**src/source/mem_params.svh**
```systemverilog
`ifndef MEM_PARAMS_SVH
`define MEM_PARAMS_SVH

// ==================================================
// data path sizes.
// ==================================================

// bus and register width.
`define DATA_WIDTH 32

// words in the data RAM, higher word indices are bus errors.
`define RAM_WORDS 256

// destination register index width.
`define REG_SEL_WIDTH 3

`endif

```
**src/source/cpu_pkg.sv**
```systemverilog
`include "mem_params.svh"

package cpu_pkg;

	// ==================================================
	// pipeline side types.
	// ==================================================

	// size of a load or store, encoding 3 acts as a word.
	typedef enum logic [1:0] {
		width_byte = 2'd0,
		width_half = 2'd1,
		width_word = 2'd2
	} mem_width_t;

	// destination register index.
	typedef logic [`REG_SEL_WIDTH-1:0] reg_sel_t;

endpackage

```
**src/source/bus_pkg.sv**
```systemverilog
package bus_pkg;

	// ==================================================
	// data bus side types.
	// ==================================================

	// kind of response that comes with an ack.
	typedef enum logic {
		resp_okay  = 1'b0,
		resp_error = 1'b1
	} bus_resp_t;

	// RAM controller states.
	typedef enum logic [1:0] {
		ram_idle = 2'd0,
		ram_wait = 2'd1,
		ram_ack  = 2'd2
	} ram_state_t;

endpackage

```
**src/source/data_bus_if.sv**
```systemverilog
`timescale 1ns/1ps
`include "mem_params.svh"

interface data_bus_if (
	input logic clk,
	input logic rst
);

	logic [`DATA_WIDTH-1:0] addr;
	logic [`DATA_WIDTH/8-1:0] bytesel;
	logic wr_en;
	logic [`DATA_WIDTH-1:0] wr_val;
	logic access;
	logic [`DATA_WIDTH-1:0] rd_data;
	logic ack;
	bus_pkg::bus_resp_t resp;

	modport master (
		output addr, bytesel, wr_en, wr_val, access,
		input rd_data, ack, resp
	);

	modport slave (
		input addr, bytesel, wr_en, wr_val, access,
		output rd_data, ack, resp
	);

	// a slave only acks a request that the master still holds.
	ack_needs_access: assert property (@(posedge clk) disable iff (rst) ack |-> access);

endinterface

```
**src/source/mem_stage.sv**
```systemverilog
`timescale 1ns/1ps
`include "mem_params.svh"

module mem_stage (
	input logic clk,
	input logic rst,
	// pipeline request.
	input logic load,
	input logic store,
	input logic [`DATA_WIDTH-1:0] addr,
	input logic [`DATA_WIDTH-1:0] mdr,
	input logic mem_wr_en,
	input cpu_pkg::mem_width_t width,
	// writeback of non-memory instructions.
	input logic [`DATA_WIDTH-1:0] wr_val,
	input logic update_rd,
	input cpu_pkg::reg_sel_t rd_sel,
	output logic [`DATA_WIDTH-1:0] reg_wr_val,
	output logic update_rd_out,
	output cpu_pkg::reg_sel_t rd_sel_out,
	output logic complete,
	output logic fault,
	// debug controller.
	input logic dbg_en,
	input logic dbg_access,
	input logic dbg_wr_en,
	input logic [`DATA_WIDTH-1:0] dbg_addr,
	input cpu_pkg::mem_width_t dbg_width,
	input logic [`DATA_WIDTH-1:0] dbg_wr_val,
	output logic [`DATA_WIDTH-1:0] dbg_rd_val,
	output logic dbg_compl,
	data_bus_if.master bus
);

	localparam int BYTES = `DATA_WIDTH / 8;
	localparam logic [BYTES-1:0] SEL_BYTE = BYTES'(1);
	localparam logic [BYTES-1:0] SEL_HALF = BYTES'(3);
	localparam logic [BYTES-1:0] SEL_WORD = '1;

	logic [`DATA_WIDTH-1:0] req_addr;
	logic [`DATA_WIDTH-1:0] req_data;
	cpu_pkg::mem_width_t req_width;
	logic [1:0] byte_off;
	logic half_off;
	logic [`DATA_WIDTH-1:0] rd_shifted;
	logic [`DATA_WIDTH-1:0] rd_aligned;

	logic [`DATA_WIDTH-1:0] wr_val_bypass;
	logic update_rd_bypass;
	cpu_pkg::reg_sel_t rd_sel_bypass;
	cpu_pkg::reg_sel_t load_rd;
	logic load_pending;

	// ==================================================
	// request select.
	// ==================================================

	assign req_addr = dbg_en ? dbg_addr : addr;
	assign req_data = dbg_en ? dbg_wr_val : mdr;
	assign req_width = dbg_en ? dbg_width : width;

	assign bus.addr = {req_addr[`DATA_WIDTH-1:2], 2'b00};
	assign bus.wr_en = dbg_en ? dbg_wr_en : mem_wr_en;
	assign bus.access = dbg_en ? dbg_access : (load | store);

	assign byte_off = req_addr[1:0];
	assign half_off = req_addr[1];

	// ==================================================
	// lane steering and read alignment.
	// ==================================================

	always_comb begin
		case (req_width)
		cpu_pkg::width_byte: begin
			bus.bytesel = SEL_BYTE << byte_off;
			bus.wr_val = req_data << {byte_off, 3'b000};
			rd_shifted = bus.rd_data >> {byte_off, 3'b000};
			rd_aligned = {{(`DATA_WIDTH-8){1'b0}}, rd_shifted[7:0]};
		end
		cpu_pkg::width_half: begin
			bus.bytesel = SEL_HALF << {half_off, 1'b0};
			bus.wr_val = req_data << {half_off, 4'b0000};
			rd_shifted = bus.rd_data >> {half_off, 4'b0000};
			rd_aligned = {{(`DATA_WIDTH-16){1'b0}}, rd_shifted[15:0]};
		end
		default: begin
			// word, and the unused encoding.
			bus.bytesel = SEL_WORD;
			bus.wr_val = req_data;
			rd_shifted = bus.rd_data;
			rd_aligned = rd_shifted;
		end
		endcase
	end

	// ==================================================
	// writeback.
	// ==================================================

	always_ff @(posedge clk) begin
		if (rst) begin
			wr_val_bypass <= '0;
			update_rd_bypass <= 1'b0;
			rd_sel_bypass <= '0;
			load_rd <= '0;
			load_pending <= 1'b0;
		end else begin
			wr_val_bypass <= wr_val;
			update_rd_bypass <= update_rd;
			rd_sel_bypass <= rd_sel;
			if (load)
				load_rd <= rd_sel;
			// remembers whether the access in flight is a load.
			if (load || store)
				load_pending <= load;
		end
	end

	assign complete = bus.ack;
	assign fault = complete && (bus.resp == bus_pkg::resp_error);

	assign reg_wr_val = complete ? rd_aligned : wr_val_bypass;
	assign rd_sel_out = complete ? load_rd : rd_sel_bypass;
	assign update_rd_out = complete ? (load_pending && !dbg_en && !fault) : update_rd_bypass;

	assign dbg_rd_val = rd_aligned;
	assign dbg_compl = complete;

	// a request stays up and unchanged until the RAM acks it.
	request_held: assert property (@(posedge clk) disable iff (rst)
		bus.access && !bus.ack |=> bus.access && $stable(bus.addr) && $stable(bus.bytesel)
			&& $stable(bus.wr_en) && $stable(bus.wr_val));

endmodule

```
**src/flat_wrapper.sv**
```systemverilog
// flat-port wrapper written by rule: the top's interface ports become plain ports
module mem_stage_flat 
  (clk, rst, load, store, addr, mdr, mem_wr_en, width, wr_val, update_rd, rd_sel, reg_wr_val, update_rd_out, rd_sel_out, complete, fault, dbg_en, dbg_access, dbg_wr_en, dbg_addr, dbg_width, dbg_wr_val, dbg_rd_val, dbg_compl, bus_addr, bus_bytesel, bus_wr_en, bus_wr_val, bus_access, bus_rd_data, bus_ack, bus_resp);
  data_bus_if bus_i (.clk(clk), .rst(rst));
  input logic clk;
  input logic rst;
  input logic load;
  input logic store;
  input logic [`DATA_WIDTH-1:0] addr;
  input logic [`DATA_WIDTH-1:0] mdr;
  input logic mem_wr_en;
  input cpu_pkg::mem_width_t width;
  input logic [`DATA_WIDTH-1:0] wr_val;
  input logic update_rd;
  input cpu_pkg::reg_sel_t rd_sel;
  output logic [`DATA_WIDTH-1:0] reg_wr_val;
  output logic update_rd_out;
  output cpu_pkg::reg_sel_t rd_sel_out;
  output logic complete;
  output logic fault;
  input logic dbg_en;
  input logic dbg_access;
  input logic dbg_wr_en;
  input logic [`DATA_WIDTH-1:0] dbg_addr;
  input cpu_pkg::mem_width_t dbg_width;
  input logic [`DATA_WIDTH-1:0] dbg_wr_val;
  output logic [`DATA_WIDTH-1:0] dbg_rd_val;
  output logic dbg_compl;
  output wire logic [$bits(bus_i.addr)-1:0] bus_addr;
  output wire logic [$bits(bus_i.bytesel)-1:0] bus_bytesel;
  output wire logic [$bits(bus_i.wr_en)-1:0] bus_wr_en;
  output wire logic [$bits(bus_i.wr_val)-1:0] bus_wr_val;
  output wire logic [$bits(bus_i.access)-1:0] bus_access;
  input wire logic [$bits(bus_i.rd_data)-1:0] bus_rd_data;
  input wire logic [$bits(bus_i.ack)-1:0] bus_ack;
  input wire logic [$bits(bus_i.resp)-1:0] bus_resp;
  assign bus_addr = bus_i.addr;
  assign bus_bytesel = bus_i.bytesel;
  assign bus_wr_en = bus_i.wr_en;
  assign bus_wr_val = bus_i.wr_val;
  assign bus_access = bus_i.access;
  assign bus_i.rd_data = bus_rd_data;
  assign bus_i.ack = bus_ack;
  assign bus_i.resp = bus_resp;
  mem_stage u_core (.clk(clk), .rst(rst), .load(load), .store(store), .addr(addr), .mdr(mdr), .mem_wr_en(mem_wr_en), .width(width), .wr_val(wr_val), .update_rd(update_rd), .rd_sel(rd_sel), .reg_wr_val(reg_wr_val), .update_rd_out(update_rd_out), .rd_sel_out(rd_sel_out), .complete(complete), .fault(fault), .dbg_en(dbg_en), .dbg_access(dbg_access), .dbg_wr_en(dbg_wr_en), .dbg_addr(dbg_addr), .dbg_width(dbg_width), .dbg_wr_val(dbg_wr_val), .dbg_rd_val(dbg_rd_val), .dbg_compl(dbg_compl), .bus(bus_i));
endmodule
```
**config.mk**
```make
export PLATFORM = sky130hd
export DESIGN_NAME = mem_stage_flat
export DESIGN_NICKNAME = d
export VERILOG_FILES = /design/src/source/cpu_pkg.sv /design/src/source/bus_pkg.sv /design/src/source/data_bus_if.sv /design/src/source/mem_stage.sv /design/src/flat_wrapper.sv
export VERILOG_INCLUDE_DIRS = /design/src /design/src/source
export SDC_FILE = /design/constraint.sdc
export NUM_CORES = 1
export LEC_CHECK = 0
export BUFFER_PORTS_ARGS = -buffer_cell sky130_fd_sc_hd__buf_4
export CAP_MARGIN = 20
export CORE_AREA = 10 10 129 131
export CTS_CLUSTER_SIZE = 8
export DETAILED_ROUTE_END_ITERATION = 12
export DIE_AREA = 0 0 139 141
export SYNTH_ARGS = -nofsm -noshare
export SYNTH_HDL_FRONTEND = slang
export SYNTH_SLANG_ARGS = --single-unit
```
**constraint.sdc**
```tcl
create_clock -name clk -period 1.5 [get_ports clk]
set_input_delay 0 -clock clk [delete_from_list [all_inputs] [get_ports clk]]
set_output_delay 0 -clock clk [all_outputs]
set_load 0.1 [all_outputs]
```
## After elaboration in Yosys (flattened, before gate mapping)

Index checks and enable logic that the tools add are counted.

| word-level totals | value |
|---|---|
| input port bits | 210 |
| output and inout port bits | 141 |
| word-level logic and storage cells | 31 |
| bits in registers | 40 |

| operators by class | value |
|---|---|
| bitwise gates (word level) | 1 |
| eq/ne operators | 1 |
| mux-type cells | 11 |
| shift-type cells | 6 |
| reductions and logical operators | 7 |

Operators by type and width:

| operator | count |
|---|---|
| one-hot mux 32 bit (2 select lines) | 2 |
| two-way mux 32 bit | 3 |
| left shift 32 x 5 -> 32 bit | 2 |
| >> shifter 32 x 5 -> 16 bit | 1 |
| >> shifter 32 x 5 -> 8 bit | 1 |
| one-hot mux 4 bit (2 select lines) | 1 |
| left shift 1 x 2 -> 4 bit (first input constant) | 1 |
| left shift 2 x 2 -> 4 bit (first input constant) | 1 |
| logical AND 1 bit | 3 |
| two-way mux 1 bit | 3 |
| two-way mux 3 bit | 1 |
| == test 2 x 1 -> 1 bit (second input constant) | 1 |
| logical NOT 1 bit | 2 |
| logical NOT 2 bit | 1 |
| two-way mux 2 bit | 1 |
| logical OR 1 bit | 1 |
| OR 1 bit | 1 |

## Logic depth before layout (Yosys ltp)

| logic depth | value |
|---|---|
| depth in word-level cells | 4 |
| mapped depth | 8 |
| depth with buffers taken out | 5 |

## Worst setup path before layout

No wires, ideal clock.

| timing path | value |
|---|---|
| path type | input port to output port |
| start point | in dbg_en |
| end point | out bus_wr_val[24] |
| setup slack | -1804 ps |
| stages on the path | 7 |
| arrival time | 3304 ps |
| cell sequence | buf_6 mux2_2 buf_4 o211a_1 buf_4 mux2i_1 a211oi_1 |

| on the way | value |
|---|---|
| word-level cells in the longest chain between the ends | 3 |

Ends and longest elaborated chain:

| element | RTL line | text |
|---|---|---|
| from (decl) | flat_wrapper.sv:21 | `input logic dbg_en;` |
| two-way mux 32 bit, or another cell as far along | mem_stage.sv:59 | `assign req_data = dbg_en ? dbg_wr_val : mdr;` |
| left shift 32 x 5 -> 32 bit, or another cell as far along | mem_stage.sv:83 | `bus.wr_val = req_data << {half_off, 4'b0000};` |
| one-hot mux 32 bit (2 select lines) (*) | mem_stage.sv:74 | `case (req_width)` |
| to (decl) | flat_wrapper.sv:32 | `output wire logic [$bits(bus_i.wr_val)-1:0] bus_wr_val;` |

Every way passes the cells marked *; elsewhere a longest branch is shown, timed or not.

## Worst setup path in the final report

| timing path | value |
|---|---|
| start point | in dbg_en |
| end point | out reg_wr_val[7] |

| on the way | value |
|---|---|
| word-level cells in the longest chain between the ends | 4 |

Ends and longest elaborated chain:

| element | RTL line | text |
|---|---|---|
| two-way mux 32 bit / two-way mux 2 bit (equally long branches) | mem_stage.sv:58, mem_stage.sv:60 |  |
| >> shifter 32 x 5 -> 16 bit, or another cell as far along | mem_stage.sv:84 | `rd_shifted = bus.rd_data >> {half_off, 4'b0000};` |
| one-hot mux 32 bit (2 select lines) (*) | mem_stage.sv:74 |  |
| two-way mux 32 bit (*) | mem_stage.sv:123 | `assign reg_wr_val = complete ? rd_aligned : wr_val_bypass;` |
| to (decl) | flat_wrapper.sv:16 | `` output logic [`DATA_WIDTH-1:0] reg_wr_val; `` |

Marks and branches as above.

==> results.tsv <==
stage	metric	value	unit
die	placementRows	44	
clock_network	cts_sinks	40	
yosys	synth_most_common_cell	mux2_2	
power	p_leak	4.420	nW
detailed_routing	viasPerCell	4.998	
placement	io_buffers	348	
yosys	synth_ff_type	dfxtp_1	
global_routing	track_usage	22.68	%
min_path	hp-class	in -> reg	
clock_network	cts_tree	built	
sta	rsz0062_at_grt	true	
status	violations	negative setup slack	
sta	max_slew.worst_pin.slew	483.7	ps
yosys	synth_area_leaders	dfxtp_1 (22%), mux2_2 (18%), mux2i_1 (9.8%)	
yosys	synth_enable_flop_cells	0	
cells_and_area	final_area	9837	um^2
detailed_routing	drt_first_iter_violations	323	
yosys	synthMuxAreaShare	28.78	%
worst_setup_path	startpoint_type	input pin	
placement	place_area	8337	um^2
cells_and_area	final_cell_count_no_fill	1086	
clock_network	root_buffer	clkbuf_16	
yosys	syn_area	3679	um^2
status	status	finished, violations left	
worst_setup_path	worstPathRequired	1500	ps
sta	fin_tns_setup	-44.59	ps
die	dieArea	19600	um^2
worst_setup_path	cp_slowest_cell	a2111o_1	
detailed_routing	drtAntennaViolNets	0	
sta	finalClockSkew	0	ps
worst_setup_path	cp_max_fo	5	
yosys	synth_fa_ha_area_share	0	%
yosys	synth_top_area_share	21.77	%
detailed_routing	avgRoutedWirePerCell	21.97	um
worst_setup_path	worstPathCellList	buf_12 > mux2_4 > buf_6 > a2111o_1 > a31oi_4 > buf_12	
yosys	syn_avg_cell_area	8.476	um^2
sta	slew_headroom	66.83	%
cells_and_area	fin_util	69.26	%
cells_and_area	antenna_cells	0	
detailed_routing	drt_first_pass_iters	4	
power	power_density	854.2	nW/um^2
worst_setup_path	arrival	1530	ps
worst_setup_path	slowest_delay	490	ps
die	die_y	141	um
yosys	synth_xor_area_share	0	%
detailed_routing	drc	0	
worst_setup_path	crit_start	dbg_en	
cells_and_area	drive_gt1_share	75.28	%
worst_setup_path	crit_path_end_kind	output pin	
worst_setup_path	path_class	in -> out	
power	ir_worst_vdd	0.0007631	V
flow_run	maxCapViolations	0	
global_routing	gr-total-overflow	0	
detailed_routing	vias	5428	
sta	post-route-min-period	1530	ps
min_path	hp-start	store	
clock_network	clk_path_buf_depth	2	
yosys	yosys.area.top_type	dfxtp_1	
yosys	synth_top_family_by_area	multiplexers	
worst_setup_path	path_delay_family	compound AO/OA/AOI/OAI gates	
clock_network	insertion_delay	290	ps
worst_setup_path	r2r_start	u_core.load_rd[1]	
die	fp.coreArea	14200	um^2
die	die_w	139	um
clock_network	cts_max_level	2	
placement	place_worst_setup_slack	-245.1	ps
yosys	synth_seq_cells	40	
die	start_util	25.90	%
sta	finalCritPeriodShare	102.0	%
clock_network	clk_pin_slew	60	ps
global_routing	grt_pass1_wl	35640	um
placement	dp_hpwl	19320	um
yosys	synth-compound-area-share	22.55	%
yosys	synthCells	434	
placement	dp.cells	1027	
yosys	ys_types	42	
sta	maxSlewViolCount	0	
clock_network	cts_buffers	5	
sta	hold_viol	0	
sta	max_freq	0.6535	GHz
sta	worst_slack	-30.20	ps
die	io_pins	351	
worst_setup_path	path_common_cell	buf_12	
yosys	yosysWarningCount	0	
global_routing	antenna_found_initial	3	
yosys	yosysSeqAreaShare	21.77	%
yosys	synthArstFlopShare	0	%
worst_setup_path	critPathBufInv	3	
cells_and_area	nets	1112	
global_routing	grt_max_degree	41	
global_routing	grt_pass1_vias	5989	
sta	setup-violations-final	2	
cells_and_area	syn2layout_area_growth	167.4	%
detailed_routing	drt_wl_total	23860	um
yosys	synthTopCellsByCount	mux2_2 (60), nor2b_1 (45), dfxtp_1 (40)	
yosys	synthSimpleGateAreaFrac	18.74	%
placement	gp_congestion	0.9063	
worst reg2reg max path, delay by kind of cell (launching register included):
kind             cells  cell delay, ps
flip-flops           1             310
multiplexers         1             120
AND/OR/NAND/NOR      1              50
flip-flops by register name, indices dropped and copies added (netlist names):
signal                   flops
u_core.load_pending          1
u_core.wr_val_bypass        32
u_core.load_rd               3
u_core.update_rd_bypass      1
u_core.rd_sel_bypass         3
layer usage:
metal	up-vias	track usage (%)	part of all wire, %
met5	-	0	0.11
met4	6	6.919	2.4
met3	39	8.498	9.2
met2	265	41.47	52
met1	2589	23.54	36
li1	2529	-	-
path summary, 6_finish.rpt:
path / endpoint / slack, ps / cells after the start
setup / recovery: reg_wr_val[7] / -30 / 6
hold / removal: u_core.load_pending / 30 / 4
setup reg to reg: u_core.load_rd[1] / 890 / 2
hold reg to reg: u_core.load_rd[2] / 500 / 2
where the power goes:
| group | leakage [nW] | switching (mW) | total (mW) | internal [mW] |
|---|---|---|---|---|
| combinational | 4.02 | 4.01 | 6.22 | 2.21 |
| sequential | 0.333 | 0.0171 | 1.14 | 1.12 |
| clock | 0.0667 | 0.438 | 1.04 | 0.605 |
| total | 4.42 | 4.47 | 8.40 | 3.93 |
cell families after synthesis:
group           after synthesis
buf+inv                      63
flops                        40
mux                          97
simple gates                126
other cells                   1
compound gates              107
cell usage in the layout, fill, tap and decap left out, drive strengths merged:
| cell type | n |
|---|---|
| or2 | 2 |
| o211a | 1 |
| o22ai | 1 |
| nor2b | 45 |
| nand2b | 2 |
| conb | 2 |
| nor3 | 1 |
| o21a | 1 |
| clkinvlp | 8 |
| a2111o | 8 |
| nor3b | 1 |
| o2bb2ai | 8 |
| a32oi | 16 |
| nor2 | 35 |
| mux2i | 37 |
| o21ai | 3 |
| nand2 | 12 |
| dfxtp | 40 |
| or3b | 1 |
| a2111oi | 8 |
| nand3b | 2 |
| a211oi | 8 |
| inv | 12 |
| and2 | 17 |
| a31oi | 8 |
| buf | 466 |
| and3 | 8 |
| clkbuf | 6 |
| o32ai | 1 |
| nand3 | 1 |
| a221oi | 16 |
| a21oi | 27 |
| dlygate4sd3 | 36 |
| mux2 | 60 |
| o22a | 1 |
| clkinv | 1 |
metrics by stage:
| step | power, mW | hold slack (ps) |
|---|---|---|
| after floorplan | 5.172 | 128.2 |
| after global placement | 6.688 | 211.8 |
| after detailed placement | 6.727 | 215.5 |
| after CTS | 8.273 | 18.78 |
| after global routing | 8.669 | 17.02 |
| final | 8.402 | 26.54 |
cell type report:
class	count	area (um^2)
Inverter	20	117.6
Fill cell	1064	4367
Sequential cell	40	800.8
Clock inverter	1	5.005
Timing Repair Buffer	502	4621
Clock buffer	6	128.9
Multi-Input combinational cell	333	3934
Tap cell	184	230.2
what timing repair did:
| item | 4_1_cts | 5_1_grt |
|---|---|---|
| hold endpoints to repair | 39 | 0 |
| buffers inserted | 6 | 9 |
| endpoints found under the setup margin | 81 | 69 |
| cloned | 2 | 0 |
| hold buffers | 36 | 0 |
| gates resized for setup | 147 | 56 |
| pin swaps | 17 | 24 |
Note: power is estimated with default switching activity, not from simulation.
